File: src/rtl/ql_bus_pkg.sv
package ql_bus_pkg;

	//==========================================================================
	// Bus types
	//==========================================================================

	// 68008 request, strobes already active high
	typedef struct packed {
		logic [23:0] addr; // Byte address
		logic        as;   // Address strobe
		logic        rw;   // 1 = read
		logic        uds;  // Upper byte strobe
		logic        lds;  // Lower byte strobe
		logic [15:0] dout; // Write data from CPU
	} cpu_bus_t;

	// One flag per decoded region
	typedef struct packed {
		logic rom;         // 000000..00ffff
		logic ext_rom;     // 00c000..00ffff
		logic os_rom;      // ROM minus ext ROM
		logic ql_io;       // 018000..01bfff
		logic ram;         // Any RAM
		logic gc_io;       // 01c000..01c0ff, GoldCard only
		logic gc_boot_rom; // 040000..04ffff
		logic gc_os_rom;   // 400000..40ffff
		logic rd;          // Read cycle
		logic wr;          // Write cycle
	} region_t;

	typedef enum logic [1:0] {RAM_128K, RAM_640K, RAM_896K, RAM_4096K} ram_cfg_e;
	typedef enum logic [1:0] {SPEED_QL, SPEED_16, SPEED_24, SPEED_FULL} cpu_speed_e;

	//==========================================================================
	// Constants
	//==========================================================================

	// Phase increments for 84 MHz over 2^16
	localparam logic [16:0] FRACT_BUS_QL   = 17'd11702; // ~15 MHz
	localparam logic [16:0] FRACT_BUS_16   = 17'd24966; // ~32 MHz
	localparam logic [16:0] FRACT_BUS_24   = 17'd37449; // ~48 MHz
	localparam logic [16:0] FRACT_BUS_FULL = 17'd65536; // Every cycle
	localparam logic [16:0] FRACT_SD       = 17'd19505;
	localparam logic [16:0] FRACT_11M      = 17'd8582;  // IPC clock

	// Address wrap per RAM size
	localparam logic [23:0] MASK_128K = 24'h03FFFF;
	localparam logic [23:0] MASK_1M   = 24'h0FFFFF;
	localparam logic [23:0] MASK_8M   = 24'h7FFFFF;

	localparam logic [7:0]  GC_SHADOW_ON  = 8'h60; // Offsets inside gc_io
	localparam logic [7:0]  GC_SHADOW_OFF = 8'h64;
	localparam logic [23:0] MC_STAT_ADDR  = 24'h018063; // ZX8301 mode register

	localparam logic [15:0] UNMAPPED_DATA = 16'hFFFF; // Open bus

	localparam logic [7:0] REG_CTRL   = 8'h00; // APB register map
	localparam logic [7:0] REG_STATUS = 8'h04;

endpackage

File: src/rtl/ql_cfg_apb.sv
`timescale 1ns/1ps

module ql_cfg_apb
#(
	parameter int RESET_TICKS = 4095
)
(
	input  logic                   clk_sys,
	input  logic                   reset,
	input  logic [7:0]             paddr,
	input  logic                   psel,
	input  logic                   penable,
	input  logic                   pwrite,
	input  logic [31:0]            pwdata,
	output logic [31:0]            prdata,
	output logic                   pready,
	output logic                   pslverr,
	input  logic                   ce_bus_p,
	input  logic                   rom_shadow,
	input  logic [7:0]             mc_stat,
	output ql_bus_pkg::cpu_speed_e cpu_speed,
	output ql_bus_pkg::ram_cfg_e   eff_ram_cfg,
	output logic                   core_reset
);
	import ql_bus_pkg::*;

	localparam int CNT_W = $clog2(RESET_TICKS + 1);

	// Control register, packed to match REG_CTRL bits 4:0
	typedef struct packed {
		logic       soft_reset;
		ram_cfg_e   ram_cfg;
		cpu_speed_e cpu_speed;
	} ctrl_t;

	ctrl_t            ctrl;
	logic [CNT_W-1:0] reset_cnt; // Bus ticks left in reset stretch
	logic             apb_acc;
	logic             addr_ok;

	assign apb_acc = psel && penable; // Access phase
	assign addr_ok = (paddr == REG_CTRL) || (paddr == REG_STATUS);
	assign pready  = 1'b1;            // Never waits
	assign pslverr = apb_acc && !addr_ok;

	always_comb
	begin
		case (paddr)
			REG_CTRL:   prdata = {27'd0, ctrl};
			REG_STATUS: prdata = {16'd0, mc_stat, 4'd0, core_reset, rom_shadow, eff_ram_cfg};
			default:    prdata = 32'd0; // Unknown offsets read as zero
		endcase
	end

	always_ff @(posedge clk_sys)
	begin
		if (reset)
			ctrl <= '{soft_reset: 1'b0, ram_cfg: RAM_128K, cpu_speed: SPEED_QL};
		else if (apb_acc && pwrite && paddr == REG_CTRL)
			ctrl <= ctrl_t'(pwdata[4:0]);
	end

	// Reset stretch, counts down on CPU bus ticks
	always_ff @(posedge clk_sys)
	begin
		if (reset || ctrl.soft_reset)
			reset_cnt <= CNT_W'(RESET_TICKS);
		else if (ce_bus_p && reset_cnt != '0)
			reset_cnt <= reset_cnt - 1'b1;
	end

	assign core_reset = reset || ctrl.soft_reset || (reset_cnt != '0);

	// RAM size only changes while the core sits in reset
	always_ff @(posedge clk_sys)
	begin
		if (core_reset)
			eff_ram_cfg <= ctrl.ram_cfg;
	end

	assign cpu_speed = ctrl.cpu_speed;

	// Rejected writes must not disturb the register
	err_wr_ignored: assert property (@(posedge clk_sys) disable iff (reset)
		(apb_acc && pwrite && pslverr) |=> $stable(ctrl));

endmodule

File: src/rtl/ql_ce_gen.sv
`timescale 1ns/1ps

module ql_ce_gen
(
	input  logic                   clk_sys,
	input  logic                   reset,
	input  ql_bus_pkg::cpu_speed_e cpu_speed,
	output logic                   ce_bus_p,
	output logic                   ce_bus_n,
	output logic                   ce_sd,
	output logic                   ce_11m
);
	import ql_bus_pkg::*;

	logic [2:0][16:0] incr; // 0 = bus, 1 = SD, 2 = IPC
	wire  [2:0]       tick; // Registered carry per channel
	logic             bus_pol;

	always_comb
	begin
		case (cpu_speed)
			SPEED_QL: incr[0] = FRACT_BUS_QL;
			SPEED_16: incr[0] = FRACT_BUS_16;
			SPEED_24: incr[0] = FRACT_BUS_24;
			default:  incr[0] = FRACT_BUS_FULL; // Full speed, tick every cycle
		endcase
		incr[1] = FRACT_SD;
		incr[2] = FRACT_11M;
	end

	//==========================================================================
	// Phase accumulators
	//==========================================================================
	for (genvar i = 0; i < 3; i++)
	begin : g_chan
		logic [15:0] acc;
		logic        carry;

		always_ff @(posedge clk_sys)
		begin
			if (reset)
			begin
				acc   <= '0;
				carry <= 1'b0;
			end
			else
				{carry, acc} <= {1'b0, acc} + incr[i]; // Carry out is the enable
		end

		assign tick[i] = carry;
	end

	// Alternate bus ticks between the two CPU phases
	always_ff @(posedge clk_sys)
	begin
		if (reset)
			bus_pol <= 1'b0; // First tick lands on phase p
		else if (tick[0])
			bus_pol <= !bus_pol;
	end

	assign ce_bus_p = tick[0] && !bus_pol;
	assign ce_bus_n = tick[0] && bus_pol;
	assign ce_sd    = tick[1];
	assign ce_11m   = tick[2];

	bus_phase_excl: assert property (@(posedge clk_sys) disable iff (reset)
		!(ce_bus_p && ce_bus_n));

endmodule

File: src/rtl/ql_addr_decode.sv
`timescale 1ns/1ps

module ql_addr_decode
(
	input  ql_bus_pkg::cpu_bus_t cpu_bus,
	input  ql_bus_pkg::ram_cfg_e eff_ram_cfg,
	output logic [23:0]          addr,
	output ql_bus_pkg::region_t  region
);
	import ql_bus_pkg::*;

	logic [23:0] mask;
	logic        gc_en;   // GoldCard memory map
	logic        strobe;
	logic        bram;    // Base 128k
	logic        xram;    // Extended RAM above 040000
	logic        gc_io;
	logic        gc_ram1; // 010000..017fff
	logic        gc_ram2; // 01c100..01ffff

	//==========================================================================
	// Address wrap
	//==========================================================================
	always_comb
	begin
		case (eff_ram_cfg)
			RAM_128K:           mask = MASK_128K; // Wraps at 256k
			RAM_640K, RAM_896K: mask = MASK_1M;
			default:            mask = MASK_8M;   // 4M RAM plus GoldCard space
		endcase
	end

	assign addr   = cpu_bus.addr & mask;
	assign gc_en  = (eff_ram_cfg == RAM_4096K);
	assign strobe = cpu_bus.uds || cpu_bus.lds;

	//==========================================================================
	// RAM regions
	//==========================================================================
	assign bram = (addr[23:17] == 7'h01); // 020000..03ffff

	always_comb
	begin
		case (eff_ram_cfg)
			RAM_640K:  xram = (addr[23:20] == 4'h0) && ^addr[19:18]; // ..0bffff
			RAM_896K:  xram = (addr[23:20] == 4'h0) && |addr[19:18]; // ..0fffff
			RAM_4096K: xram = (addr[23:22] == 2'b00) && |addr[21:18]; // ..3fffff
			default:   xram = 1'b0;
		endcase
	end

	assign gc_io   = gc_en && (addr[23:8] == 16'h01C0);
	assign gc_ram1 = gc_en && (addr[23:15] == 9'h002);
	assign gc_ram2 = gc_en && (addr[23:14] == 10'h007) && !gc_io; // Above the I/O page

	always_comb
	begin
		region.rom         = (addr[23:16] == 8'h00);
		region.ext_rom     = (addr[23:14] == 10'h003);
		region.os_rom      = region.rom && !region.ext_rom;
		region.ql_io       = (addr[23:14] == 10'h006); // Always mapped
		region.ram         = bram || xram || gc_ram1 || gc_ram2;
		region.gc_io       = gc_io;
		region.gc_boot_rom = gc_en && (addr[23:16] == 8'h04); // Boot ROM mirror
		region.gc_os_rom   = gc_en && (addr[23:16] == 8'h40); // QL ROM mirror
		region.rd          = cpu_bus.as && cpu_bus.rw && strobe;
		region.wr          = cpu_bus.as && !cpu_bus.rw && strobe;
	end

	// ROM window must stay clear of every RAM range, in every config
	ram_rom_excl: assert final (!(region.ram && region.rom));

endmodule

File: src/rtl/ql_io_regs.sv
`timescale 1ns/1ps

module ql_io_regs
(
	input  logic                 clk_sys,
	input  logic                 core_reset,
	input  ql_bus_pkg::cpu_bus_t cpu_bus,
	input  logic [23:0]          addr,
	input  ql_bus_pkg::region_t  region,
	output logic                 rom_shadow,
	output logic [7:0]           mc_stat
);
	import ql_bus_pkg::*;

	logic gc_wr_hi; // Upper byte only write into GoldCard I/O
	logic mc_wr;

	assign gc_wr_hi = region.gc_io && region.wr && cpu_bus.uds && !cpu_bus.lds;
	assign mc_wr    = region.wr && cpu_bus.lds && (addr == MC_STAT_ADDR);

	// GoldCard shadow RAM enable
	always_ff @(posedge clk_sys)
	begin
		if (core_reset)
			rom_shadow <= 1'b0;
		else if (gc_wr_hi && addr[7:0] == GC_SHADOW_ON)
			rom_shadow <= 1'b1; // OS ROM reads come from SDRAM
		else if (gc_wr_hi && addr[7:0] == GC_SHADOW_OFF)
			rom_shadow <= 1'b0;
	end

	// ZX8301 write-only mode register
	always_ff @(posedge clk_sys)
	begin
		if (core_reset)
			mc_stat <= 8'h00;
		else if (mc_wr)
			mc_stat <= cpu_bus.dout[7:0]; // Odd byte lane
	end

endmodule

File: src/rtl/ql_data_mux.sv
`timescale 1ns/1ps

module ql_data_mux
(
	input  ql_bus_pkg::cpu_bus_t cpu_bus,
	input  logic [23:0]          addr,
	input  ql_bus_pkg::region_t  region,
	input  logic                 rom_shadow,
	input  ql_bus_pkg::ram_cfg_e eff_ram_cfg,
	input  logic [15:0]          ql_rom_dout,
	input  logic [15:0]          gc_rom_dout,
	input  logic [15:0]          sdram_dout,
	input  logic                 sdram_dtack,
	input  logic [15:0]          io_dout,
	output logic [15:0]          cpu_din,
	output logic                 cpu_dtack,
	output logic [22:0]          sdram_addr,
	output logic                 sdram_wr,
	output logic                 sdram_oe
);
	import ql_bus_pkg::*;

	logic gc_en;
	logic shadow_rd; // OS ROM read served by shadow RAM
	logic shadow_wr; // OS ROM write fills shadow RAM

	assign gc_en     = (eff_ram_cfg == RAM_4096K);
	assign shadow_rd = region.rd && region.os_rom && rom_shadow;
	assign shadow_wr = region.wr && region.os_rom && !rom_shadow;

	// Read data, I/O first, then the active memory map
	always_comb
	begin
		cpu_din = UNMAPPED_DATA;
		if (region.ql_io)
			cpu_din = io_dout;
		else if (!gc_en)
		begin
			if (region.rom)
				cpu_din = ql_rom_dout;
			else if (region.ram)
				cpu_din = sdram_dout;
		end
		else if (!rom_shadow)
		begin
			if (region.rom || region.gc_boot_rom)
				cpu_din = gc_rom_dout; // GoldCard boot
			else if (region.gc_os_rom || !region.ram)
				cpu_din = region.gc_os_rom ? ql_rom_dout : UNMAPPED_DATA;
			else
				cpu_din = sdram_dout;
		end
		else if (region.os_rom || region.ram)
			cpu_din = sdram_dout; // Shadow copy of OS ROM
		else if (region.ext_rom || region.gc_os_rom)
			cpu_din = ql_rom_dout;
	end

	assign sdram_addr = addr[23:1]; // Word address
	assign sdram_oe   = (region.rd && region.ram) || shadow_rd;
	assign sdram_wr   = (region.wr && region.ram) || shadow_wr;

	// Only SDRAM cycles wait, everything else acks at once
	assign cpu_dtack = (region.ram || shadow_rd || shadow_wr) ? sdram_dtack : cpu_bus.as;

endmodule

File: src/rtl/ql_bus_top.sv
`timescale 1ns/1ps

module ql_bus_top
#(
	parameter int RESET_TICKS = 4095
)
(
	input  logic                 clk_sys,
	input  logic                 reset,
	// APB configuration port
	input  logic [7:0]           paddr,
	input  logic                 psel,
	input  logic                 penable,
	input  logic                 pwrite,
	input  logic [31:0]          pwdata,
	output logic [31:0]          prdata,
	output logic                 pready,
	output logic                 pslverr,
	// CPU side
	input  ql_bus_pkg::cpu_bus_t cpu_bus,
	output logic [15:0]          cpu_din,
	output logic                 cpu_dtack,
	// Memory and peripheral data
	input  logic [15:0]          ql_rom_dout,
	input  logic [15:0]          gc_rom_dout,
	input  logic [15:0]          sdram_dout,
	input  logic                 sdram_dtack,
	input  logic [15:0]          io_dout,
	output logic [22:0]          sdram_addr,
	output logic                 sdram_wr,
	output logic                 sdram_oe,
	// Clock enables and status
	output logic                 ce_bus_p,
	output logic                 ce_bus_n,
	output logic                 ce_sd,
	output logic                 ce_11m,
	output logic                 core_reset,
	output logic [7:0]           mc_stat
);
	import ql_bus_pkg::*;

	cpu_speed_e  cpu_speed;
	ram_cfg_e    eff_ram_cfg;
	logic [23:0] addr;       // Masked CPU address
	region_t     region;
	logic        rom_shadow;

	ql_cfg_apb #(.RESET_TICKS(RESET_TICKS)) ql_cfg_apb_inst
	(
		.clk_sys     (clk_sys),
		.reset       (reset),
		.paddr       (paddr),
		.psel        (psel),
		.penable     (penable),
		.pwrite      (pwrite),
		.pwdata      (pwdata),
		.prdata      (prdata),
		.pready      (pready),
		.pslverr     (pslverr),
		.ce_bus_p    (ce_bus_p),
		.rom_shadow  (rom_shadow),
		.mc_stat     (mc_stat),
		.cpu_speed   (cpu_speed),
		.eff_ram_cfg (eff_ram_cfg),
		.core_reset  (core_reset)
	);

	ql_ce_gen ql_ce_gen_inst
	(
		.clk_sys   (clk_sys),
		.reset     (reset),
		.cpu_speed (cpu_speed),
		.ce_bus_p  (ce_bus_p),
		.ce_bus_n  (ce_bus_n),
		.ce_sd     (ce_sd),
		.ce_11m    (ce_11m)
	);

	ql_addr_decode ql_addr_decode_inst
	(
		.cpu_bus     (cpu_bus),
		.eff_ram_cfg (eff_ram_cfg),
		.addr        (addr),
		.region      (region)
	);

	ql_io_regs ql_io_regs_inst
	(
		.clk_sys    (clk_sys),
		.core_reset (core_reset),
		.cpu_bus    (cpu_bus),
		.addr       (addr),
		.region     (region),
		.rom_shadow (rom_shadow),
		.mc_stat    (mc_stat)
	);

	ql_data_mux ql_data_mux_inst
	(
		.cpu_bus     (cpu_bus),
		.addr        (addr),
		.region      (region),
		.rom_shadow  (rom_shadow),
		.eff_ram_cfg (eff_ram_cfg),
		.ql_rom_dout (ql_rom_dout),
		.gc_rom_dout (gc_rom_dout),
		.sdram_dout  (sdram_dout),
		.sdram_dtack (sdram_dtack),
		.io_dout     (io_dout),
		.cpu_din     (cpu_din),
		.cpu_dtack   (cpu_dtack),
		.sdram_addr  (sdram_addr),
		.sdram_wr    (sdram_wr),
		.sdram_oe    (sdram_oe)
	);

endmodule

File: config.mk
export PLATFORM = sky130hd
export DESIGN_NAME = ql_bus_top
export DESIGN_NICKNAME = d
export VERILOG_FILES = /design/src/rtl/ql_bus_pkg.sv /design/src/rtl/ql_cfg_apb.sv /design/src/rtl/ql_ce_gen.sv /design/src/rtl/ql_addr_decode.sv /design/src/rtl/ql_io_regs.sv /design/src/rtl/ql_data_mux.sv /design/src/rtl/ql_bus_top.sv
export SDC_FILE = /design/constraint.sdc
export NUM_CORES = 1
export LEC_CHECK = 0
export ABC_CLOCK_PERIOD_IN_PS = 3000
export BUFFER_PORTS_ARGS = -buffer_cell sky130_fd_sc_hd__buf_2
export CAP_MARGIN = 40
export CORE_ASPECT_RATIO = 0.8
export CORE_MARGIN = 2
export CORE_UTILIZATION = 36
export CTS_BUF_LIST = sky130_fd_sc_hd__clkbuf_2 sky130_fd_sc_hd__clkbuf_4 sky130_fd_sc_hd__clkbuf_8
export DETAILED_ROUTE_END_ITERATION = 8
export GPL_TIMING_DRIVEN = 1
export PLACE_DENSITY = 0.65
export SLEW_MARGIN = 20
export SYNTH_ARGS = -nofsm -noshare
export SYNTH_HDL_FRONTEND = slang
export SYNTH_SLANG_ARGS = --single-unit
File: constraint.sdc
create_clock -name clk_sys -period 3 [get_ports clk_sys]
set_input_delay 0.6 -clock clk_sys [delete_from_list [all_inputs] [get_ports clk_sys]]
set_output_delay 0.6 -clock clk_sys [all_outputs]
set_load 0.01 [all_outputs]
# After elaboration in Yosys (flattened, before gate mapping)
# Cells that the tools add are included.
[op_classes]
addsub = 4
n_bitwise = 1
n_reduce_logical = 69
mux = 17
n_eq_ne = 17
[ops]
columns = ["op", "n"]
rows = [
  ["16-bit two-way mux", 10],
  ["17-bit one-hot mux with 3 select lines", 1],
  ["23-bit one-hot mux with 2 select lines", 1],
  ["1-bit logical AND", 34],
  ["16-bit one-hot mux with 2 select lines", 1],
  ["24-bit by 23-bit bitwise AND with 24-bit output", 1],
  ["24-bit by 17-bit == test with 1-bit output (second input constant)", 1],
  ["8-bit by 7-bit == test with 1-bit output (second input constant)", 3],
  ["10-bit by 3-bit == test with 1-bit output (second input constant)", 2],
  ["16-bit by 14-bit adder with 17-bit output (second input constant)", 1],
  ["16-bit by 15-bit adder with 17-bit output (second input constant)", 1],
  ["16-bit by 17-bit adder with 17-bit output", 1],
  ["16-bit by 9-bit == test with 1-bit output (second input constant)", 1],
  ["8-bit by 3-bit == test with 1-bit output (second input constant)", 2],
  ["8-bit logical NOT", 2],
  ["1-bit logical OR", 15],
  ["12-bit nonzero test", 1],
  ["12-bit by 1-bit subtractor with 12-bit output (second input constant)", 1],
  ["10-bit by 2-bit == test with 1-bit output (second input constant)", 1],
  ["9-bit by 2-bit == test with 1-bit output (second input constant)", 1],
  ["1-bit logical NOT", 8],
  ["7-bit by 1-bit == test with 1-bit output (second input constant)", 1],
  ["2-bit == test (second input constant)", 3],
  ["2-bit logical NOT", 3],
  ["other kinds (8)", 12],
]
[totals]
reg_bits = 80
out_inout_bits = 89

# Depth between registers and ports, before layout
# Gate-level depths: netlist of run 1.
[depth]
ltp_word = 17
ltp_mapped = 11
mapped_depth_nobuf = 11

# Modules after synthesis
# Synthesis of run 1 repeated with hierarchy kept, for this count alone.
[unflattened]
hier_cells = 790
hier_area_um2 = 6323.6
[by_module_without_submodules]
columns = ["module", "area_per_inst_um2", "n_inst", "cells_each"]
rows = [
  ["ql_ce_gen", 2671.3, 1, 306],
  ["ql_data_mux", 1478.9, 1, 227],
  ["ql_cfg_apb", 1206.2, 1, 137],
  ["ql_io_regs", 489.2, 1, 50],
  ["ql_addr_decode", 478.0, 1, 70],
]

# Least setup slack after synthesis of run 1
# No wires, ideal clock.
[synth_timing]
kind = "register -> output"
startpoint = "reg ql_cfg_apb_inst.eff_ram_cfg[0]"
endpoint = "out cpu_din[12]"
stages_incl_launch_ff = 11
t_arrival_ps = 2733
slack_ps = -333
path_buffers = 1
cell_sequence = "edfxtp_1 > inv_1 > ha_1 > nand2b_1 > ha_1 > nand4b_2 > o41ai_4 > nor3b_4 > buf_6 > mux2_1 > o31ai_2"
[synth_via]
elab_chain_cells = 17
[synth_lines]
columns = ["element", "line", "source"]
rows = [
  ["start: declaration", "ql_cfg_apb.sv:22", "output ql_bus_pkg::ram_cfg_e eff_ram_cfg,"],
  ["start signal: assignment", "ql_cfg_apb.sv:78", "eff_ram_cfg <= ctrl.ram_cfg;"],
  ["2-bit by 1-bit == test with 1-bit output / 2-bit == test (equally long branches)", "ql_addr_decode.sv:26, ql_addr_decode.sv:44", ""],
  ["2-bit OR reduction", "ql_addr_decode.sv:26", "case (eff_ram_cfg)"],
  ["23-bit one-hot mux with 2 select lines", "ql_addr_decode.sv:26", ""],
  ["24-bit by 23-bit bitwise AND with 24-bit output", "ql_addr_decode.sv:33", "assign addr = cpu_bus.addr & mask;"],
  ["4-bit OR reduction, or another cell as far along", "ql_addr_decode.sv:47", "RAM_4096K: xram = (addr[23:22] == 2'b00) && |addr[21:18];"],
  ["1-bit logical AND (on tied branches)", "ql_addr_decode.sv:47, ql_addr_decode.sv:45, ql_addr_decode.sv:46", ""],
  ["1-bit one-hot mux with 3 select lines", "ql_addr_decode.sv:44", "case (eff_ram_cfg)"],
  ["1-bit logical OR (3 in series)", "ql_addr_decode.sv:62", "region.ram = bram || xram || gc_ram1 || gc_ram2;"],
  ["1-bit logical NOT", "ql_data_mux.sv:48", "else if (region.gc_os_rom || !region.ram)"],
  ["1-bit logical OR", "ql_data_mux.sv:48", ""],
  ["16-bit two-way mux", "ql_data_mux.sv:48", ""],
  ["16-bit two-way mux", "ql_data_mux.sv:46", "if (region.rom || region.gc_boot_rom)"],
  ["16-bit two-way mux", "ql_data_mux.sv:44", "else if (!rom_shadow)"],
  ["16-bit two-way mux", "ql_data_mux.sv:37", "else if (!gc_en)"],
  ["16-bit two-way mux *", "ql_data_mux.sv:35", "if (region.ql_io)"],
  ["end: declaration", "ql_bus_top.sv:21", "output logic [15:0] cpu_din,"],
]
# Mark *: on every way between the ends. The rest lies on a longest branch, timed or not.

# Final worst setup path of run 1
[layout_timing]
startpoint = "reg ql_cfg_apb_inst.eff_ram_cfg[1]"
endpoint = "out cpu_din[12]"
# The elaborated chain is that of the path after synthesis.

==> flow_metrics.tcl, run 1 <==
set metrics [dict create \
    async_flop_share_pct 0 \
    drtPass1Iterations 5 \
    postRouteAntennaNets 0 \
    cpMostUsedCell "ha_4" \
    clk_latency_ps 360 \
    die_w_um 146 \
    ff_latch_area_um2 1600 \
    max_stage_delay_ps 450 \
    maxCapViolations 0 \
    worstPathMaxFanout 6 \
    grt_pass1_vias 5461 \
    grt_usage_pct 19.8 \
    vias 5892 \
    crit_path_end "cpu_din[12]" \
    die_y_um 118 \
    n_fill_cell 1551 \
    synth_area_um2 5830 \
    layout_setup_ws_ps -593 \
    core_area_um2 15800 \
    std_cell_rows 41 \
    route.detailed.drc 0 \
    path_class "flop to primary output" \
    status "complete, but fails checks" \
    finalPower_mw 2.97 \
    hp-class "flop to flop" \
    cts_max_level 3 \
    finalSetupViolCount 19 \
    start_kind "flop" \
    skew_ps 9.25 \
    timing.rr.start "ql_cfg_apb_inst.cpu_speed[0]$_SDFFE_PP0P_" \
    cp-startpoint "ql_cfg_apb_inst.eff_ram_cfg[1]$_DFFE_PN_" \
    fin_nets 1109 \
    slew_viol_final 0 \
    grt_first_pass_wirelength_um 28000 \
    ff2ff_setup_slack_ps 330 \
    hold_violations 0 \
    peakVddDrop_mv 0.270 \
    io_pins 243 \
    avgSynthCellArea_um2 8.28 \
    clk_pin_slew_ps 90 \
    yosysMostFrequentCell "nor2_1" \
    violations "negative setup slack" \
    synth_edf_count 2 \
    yosys-top-cells-count "nor2_1, dfxtp_1, buf_4" \
    synthFlopType "dfxtp_1" \
    multi_input_area_um2 4280 \
    drt_iter0_markers 373 \
    max_freq_ghz 0.278 \
    syn_inst 704 \
    antenna_found_initial 0 \
    diodes 0 \
    wl_per_cell_um 15.4 \
    die_area_um2 17200 \
    dp_hpwl_um 13000 \
    port_buffers 185 \
    cts_tree "built" \
    cts.sinks 79 \
    power_density_nw_per_um2 369 \
    area_growth_syn_to_layout_pct 38.1 \
    cp-end-kind "primary output" \
    cp_num_buf_inv 4 \
    cts_buffer_depth 2 \
    path_delay_family "buffers and inverters" \
    rsz0062_at_grt "yes" \
    synth_cell_type_count 72 \
    relSlewSlack_pct 58.3 \
    path_cells "inv_2, ha_4, nand2b_4, ha_4, a211o_1, o41ai_4, buf_4, nor3b_4, buf_6, mux2_4, o31ai_4, buf_2" \
    drt-vias-per-instance 5.13 \
    reg2regPathDepth 10 \
    wirelength_um 17700 \
    period_share_pct 120 \
    p_leak_nw 3.59 \
    yosysSeqAreaShare_pct 27.5 \
    grt.overflow.total 0 \
    worstMarginPinSlew_ps 625 \
    synthTopCellsByArea "dfxtp_1, nor2_1, ha_1, buf_4, xor2_1" \
    cp.arrival_ps 2990 \
    synth_top_area_share_pct 26.4 \
    cp_num_cells 12 \
    numCtsBuffers 9 \
    cp_slowest_cell "edfxtp_1" \
    place.gp.congestion 0.896 \
    grt_max_degree 63 \
    root_buffer "clkbuf_8" \
    worstPathRequired_ps 2400 \
    yosys_warnings 0 \
    start_util_pct 36.9 \
    rr_endpoint "ql_ce_gen_inst.g_chan[0].acc[12]$_SDFF_PP0_" \
    fin_crit_ps 3590 \
    yosys.area.top_type "dfxtp_1" \
    finish.utilization_pct 51.0 \
    ys_seq_elements 79 \
    layout-drive-gt1-share_pct 38.5 \
]
[cell usage in the layout (no fill, tap or decap), types with 6 or more instances in the layout]
cell,instances
a21oi_1,19
nand2b_1,22
clkbuf_8,11
ha_1,20
conb_1,21
nand3_1,14
nor3_1,14
and3_1,12
nor2_1,125
buf_4,59
a32oi_1,14
o31ai_2,6
buf_6,14
xnor2_1,18
o31ai_4,11
nor2b_1,15
inv_1,13
mux2_4,14
nand2_1,25
o21ai_0,25
mux2i_1,17
buf_2,182
a21o_1,7
a211oi_4,9
a22o_1,16
o21ai_1,6
dfxtp_1,77
xor2_1,25
[metal layers]
| metal | up-vias | share of wire, % | global-route usage (%) |
|---|---|---|---|
| li1 | 2909 | - | - |
| met1 | 2742 | 47 | 28.2 |
| met2 | 218 | 45 | 31.0 |
| met3 | 23 | 6.3 | 2.95 |
| met4 | 0 | 1.8 | 6.19 |
| met5 | - | 0 | 0 |
[worst reg2reg max path: cells and delay by family (launching register included)]
kind	cells	cell delay, ps
AO/OA/AOI/OAI	4	870
adder cells (fa/ha/maj)	2	580
flip-flops	1	380
multiplexers	1	340
AND/OR/NAND/NOR	2	330
buffers and inverters	1	60
[worst min-delay path by stage]
stage / startpoint / to / slack, ps / cells after the start
finish: ql_ce_gen_inst.g_chan[2].acc[15]$_SDFF_PP0_ / ql_ce_gen_inst.ce_11m$_SDFF_PP0_ / 460 / 2
global route: pwdata[4] / ql_cfg_apb_inst.ctrl[4]$_SDFFE_PP0P_ / 490 / 3
CTS: cpu_bus[7] / ql_io_regs_inst.mc_stat[7]$_SDFFE_PN0P_ / 460 / 3
detailed placement: ql_ce_gen_inst.g_chan[2].acc[15]$_SDFF_PP0_ / ql_ce_gen_inst.ce_11m$_SDFF_PP0_ / 450 / 2
global placement: ql_ce_gen_inst.g_chan[2].acc[1]$_SDFF_PP0_ / ql_ce_gen_inst.g_chan[2].acc[1]$_SDFF_PP0_ / 440 / 1
floorplan: ql_ce_gen_inst.g_chan[2].acc[1]$_SDFF_PP0_ / ql_ce_gen_inst.g_chan[2].acc[1]$_SDFF_PP0_ / 420 / 1
[cell families (layout without fill, tap and decap cells)]
| logic type | count (synthesis) | after routing | synth area share [%] |
|---|---|---|---|
| mux | 38 | 38 | 7.04 |
| xor+xnor | 43 | 43 | 6.46 |
| flops | 79 | 79 | 27.5 |
| fa+ha+maj | 26 | 26 | 5.71 |
| compound gates | 159 | 159 | 21.1 |
| buf+inv | 84 | 295 | 8.15 |
| simple gates | 273 | 273 | 24.0 |
| other cells | 2 | 21 | 0.129 |
[stage by stage]
stage / hold slack (ps) / TNS, ps / instances / cell area (um2) / worst slack (ps)
3_3_place_gp: 444 / -6290 / 1118 / 7370 / -420
2_1_floorplan: 422 / -2270 / 723 / 6060 / -173
3_5_place_dp: 450 / -6560 / 1119 / 7380 / -428
5_1_grt: 486 / -12290 / 1149 / 8050 / -720
4_1_cts: 459 / -10050 / 1142 / 7840 / -620
6_report: 459 / -9980 / 1149 / 8050 / -593
[registers in the layout, summed over array words and instances, names as in the netlist, 2 cells and up]
signal / count
ql_cfg_apb_inst.ctrl: 3
ql_cfg_apb_inst.reset_cnt: 12
ql_ce_gen_inst.g_chan.acc: 47
ql_io_regs_inst.mc_stat: 8
ql_cfg_apb_inst.eff_ram_cfg: 2
ql_cfg_apb_inst.cpu_speed: 2
[where the power goes]
group / leakage (nW) / switching [mW] / internal [mW]
clock network: 0.0922 / 0.395 / 0.351
logic: 2.84 / 0.532 / 0.484
registers: 0.656 / 0.0578 / 1.15
[repair_timing]
item,CTS,global route
pin swaps,3,22
gates cloned,2,0
gates resized for setup,36,51
setup buffers,5,12
hold buffers,0,0
endpoints found under the setup margin,19,19
[area by class of cell]
class                   instances  area share (%)
multi-input cells             560            53.2
repair buffers                263            20.4
clock inverters                 5           0.513
well taps                     215            3.34
flip-flops and latches         79            19.9
inverters                      16           0.746
clock buffers                  11            1.88
Note: power is estimated with default switching activity, not from simulation.
==> inputs of run 2 (changes only) <==
--- a/config.mk
+++ b/config.mk
@@ -15,6 +15,7 @@
 export DETAILED_ROUTE_END_ITERATION = 8
 export GPL_TIMING_DRIVEN = 1
 export PLACE_DENSITY = 0.65
+export RECOVER_POWER = 100
 export SLEW_MARGIN = 20
 export SYNTH_ARGS = -nofsm -noshare
 export SYNTH_HDL_FRONTEND = slang
==> flow_metrics.tcl, run 2 (same netlist as run 1, synthesis figures left out) <==
set metrics [dict create \
    period_share_pct 120 \
    grt.overflow.total 0 \
    holdBufCountCts 0 \
    ff_latch_area_um2 1600 \
    multi_input_area_um2 4270 \
    drt-vias-per-instance 5.13 \
    std_cell_rows 41 \
    maxCapViolations 0 \
    layout-drive-gt1-share_pct 34.8 \
    start_util_pct 36.9 \
    cts_max_level 3 \
    reg_top3 "ql_ce_gen_inst.g_chan.acc: 47 flops, ql_cfg_apb_inst.reset_cnt: 12 flops, ql_io_regs_inst.mc_stat: 8 flops" \
    grt_usage_pct 19.8 \
    worstMarginPinSlew_ps 1220 \
    area_growth_syn_to_layout_pct 37.0 \
    p_sw_mw 0.987 \
    root_buffer "clkbuf_8" \
    status "complete, but fails checks" \
    pwr-share-seq_pct 40.8 \
    fin_area_um2 7990 \
    path_class "flop to primary output" \
    clk_pin_slew_ps 90 \
    combinationalPowerShare_pct 34.1 \
    intPower_mw 1.98 \
    wirelength_um 17800 \
    fin_nets 1109 \
    n_fill_cell 1569 \
    cp_slowest_cell "edfxtp_1" \
    route.detailed.drc 0 \
    skew_ps 9.31 \
    io_pins 243 \
    placed_cells 1119 \
    p_leak_nw 3.47 \
    max_stage_delay_ps 450 \
    clk_latency_ps 360 \
    largest_reg_flops 47 \
    cpMostUsedCell "ha_4" \
    max_freq_ghz 0.277 \
    worstPathRequired_ps 2400 \
    grt_pass1_vias 5461 \
    finish.utilization_pct 50.6 \
    cts.sinks 79 \
    slew_viol_final 0 \
    final_cells 1149 \
    start_kind "flop" \
    port_buffers 185 \
    relSlewSlack_pct 18.9 \
    hold_violations 0 \
    final_cell_mix "buf_2, nor2_1, dfxtp_1, buf_4, clkbuf_1" \
    worstPathMaxFanout 6 \
    hp-class "flop to flop" \
    die_area_um2 17200 \
    postRouteAntennaNets 0 \
    peakVddDrop_mv 0.271 \
    vias 5893 \
    grt_max_degree 63 \
    power_density_nw_per_um2 372 \
    numCtsBuffers 9 \
    core_area_um2 15800 \
    finalSetupViolCount 19 \
    grt_first_pass_wirelength_um 28000 \
    place.gp.congestion 0.896 \
    diodes 0 \
    die_y_um 118 \
    drt_iter0_markers 444 \
    drtPass1Iterations 5 \
    fin_crit_ps 3610 \
    clock_power_share_pct 25.1 \
    path_cells "inv_2, ha_4, nand2b_4, ha_4, a211o_1, o41ai_4, buf_4, nor3b_4, buf_6, mux2_4, o31ai_4, buf_2" \
    cp-end-kind "primary output" \
    cts_tree "built" \
    switching_share_pct 33.2 \
    wl_per_cell_um 15.5 \
    layout_setup_ws_ps -606 \
    regMostFlops "ql_ce_gen_inst.g_chan.acc" \
    cp.arrival_ps 3010 \
    violations "negative setup slack" \
    rsz0062_at_grt "yes" \
    antenna_found_initial 0 \
    dp_hpwl_um 13000 \
    placed_area_um2 7380 \
    timing.hold.ws_ps 459 \
    cts_buffer_depth 2 \
    die_w_um 146 \
    mostFrequentLayoutCell "buf_2" \
]
-- run 2: cell types whose count changed in the layout (fill, tap and decap cells not counted) --
cell and delta:
clkbuf_1 +34, and2_1 -1, clkbuf_2 +1, o41ai_2 -1, o41ai_1 +1, o21ai_0 +1, o21ai_1 -1, buf_4 -5
and2_0 +1, buf_2 -30
-- run 2: what timing repair did --
item                                    in CTS  in global routing
cloned                                       2                  0
endpoints found under the setup margin      19                 19
setup buffers                                5                 12
pin swaps                                    3                 22
resized for setup                           36                 51
-- run 2: worst paths after layout --
| check | endpoint | from | cells after the start | slack [ps] |
|---|---|---|---|---|
| min reg2reg | ql_ce_gen_inst.ce_11m$_SDFF_PP0_ | ql_ce_gen_inst.g_chan[2].acc[15]$_SDFF_PP0_ | 2 | 460 |
| min | ql_ce_gen_inst.ce_11m$_SDFF_PP0_ | ql_ce_gen_inst.g_chan[2].acc[15]$_SDFF_PP0_ | 2 | 460 |
| max | cpu_din[12] | ql_cfg_apb_inst.eff_ram_cfg[1]$_DFFE_PN_ | 12 | -610 |
| max reg2reg | ql_ce_gen_inst.g_chan[0].acc[12]$_SDFF_PP0_ | ql_cfg_apb_inst.cpu_speed[0]$_SDFFE_PP0P_ | 10 | 330 |
-- run 2: per-layer routing --
metal / track usage (%) / part of all wire (%)
met5: 0 / 0
met4: 6.19 / 1.8
met3: 2.95 / 5.7
met2: 31.0 / 45
met1: 28.2 / 48
-- run 2: critical path, delay by kind of cell, from the launching register on --
kind | cells | cell delay, ps
mux | 1 | 330
fa+ha+maj | 2 | 310
buf+inv | 4 | 630
flops | 1 | 450
simple gates | 2 | 420
compound gates | 3 | 500
-- run 2: through the flow --
step	setup TNS (ps)	setup WS, ps	total power [mW]
2_1_floorplan	-2270	-173	1.91
5_1_grt	-12290	-720	3.17
3_3_place_gp	-6290	-420	2.16
3_5_place_dp	-6560	-428	2.17
4_1_cts	-10050	-620	2.97
6_report	-10080	-606	2.97
-- run 2: final cells by class --
type	count	share of cell area, %
multi-input cells	560	53.5
flip-flops and latches	79	20.1
repair buffers	263	19.9
well taps	215	3.37
clock buffers	11	1.90
inverters	16	0.752
clock inverters	5	0.517
-- run 2: power groups by stage --
stage	clock network, mW	logic, mW	registers (mW)
after global routing	0.823	1.12	1.22
after detailed placement	0	0.939	1.23
final	0.747	1.01	1.21
after global placement	0	0.932	1.23
after CTS	0.778	0.979	1.21
after floorplan	0	0.692	1.22
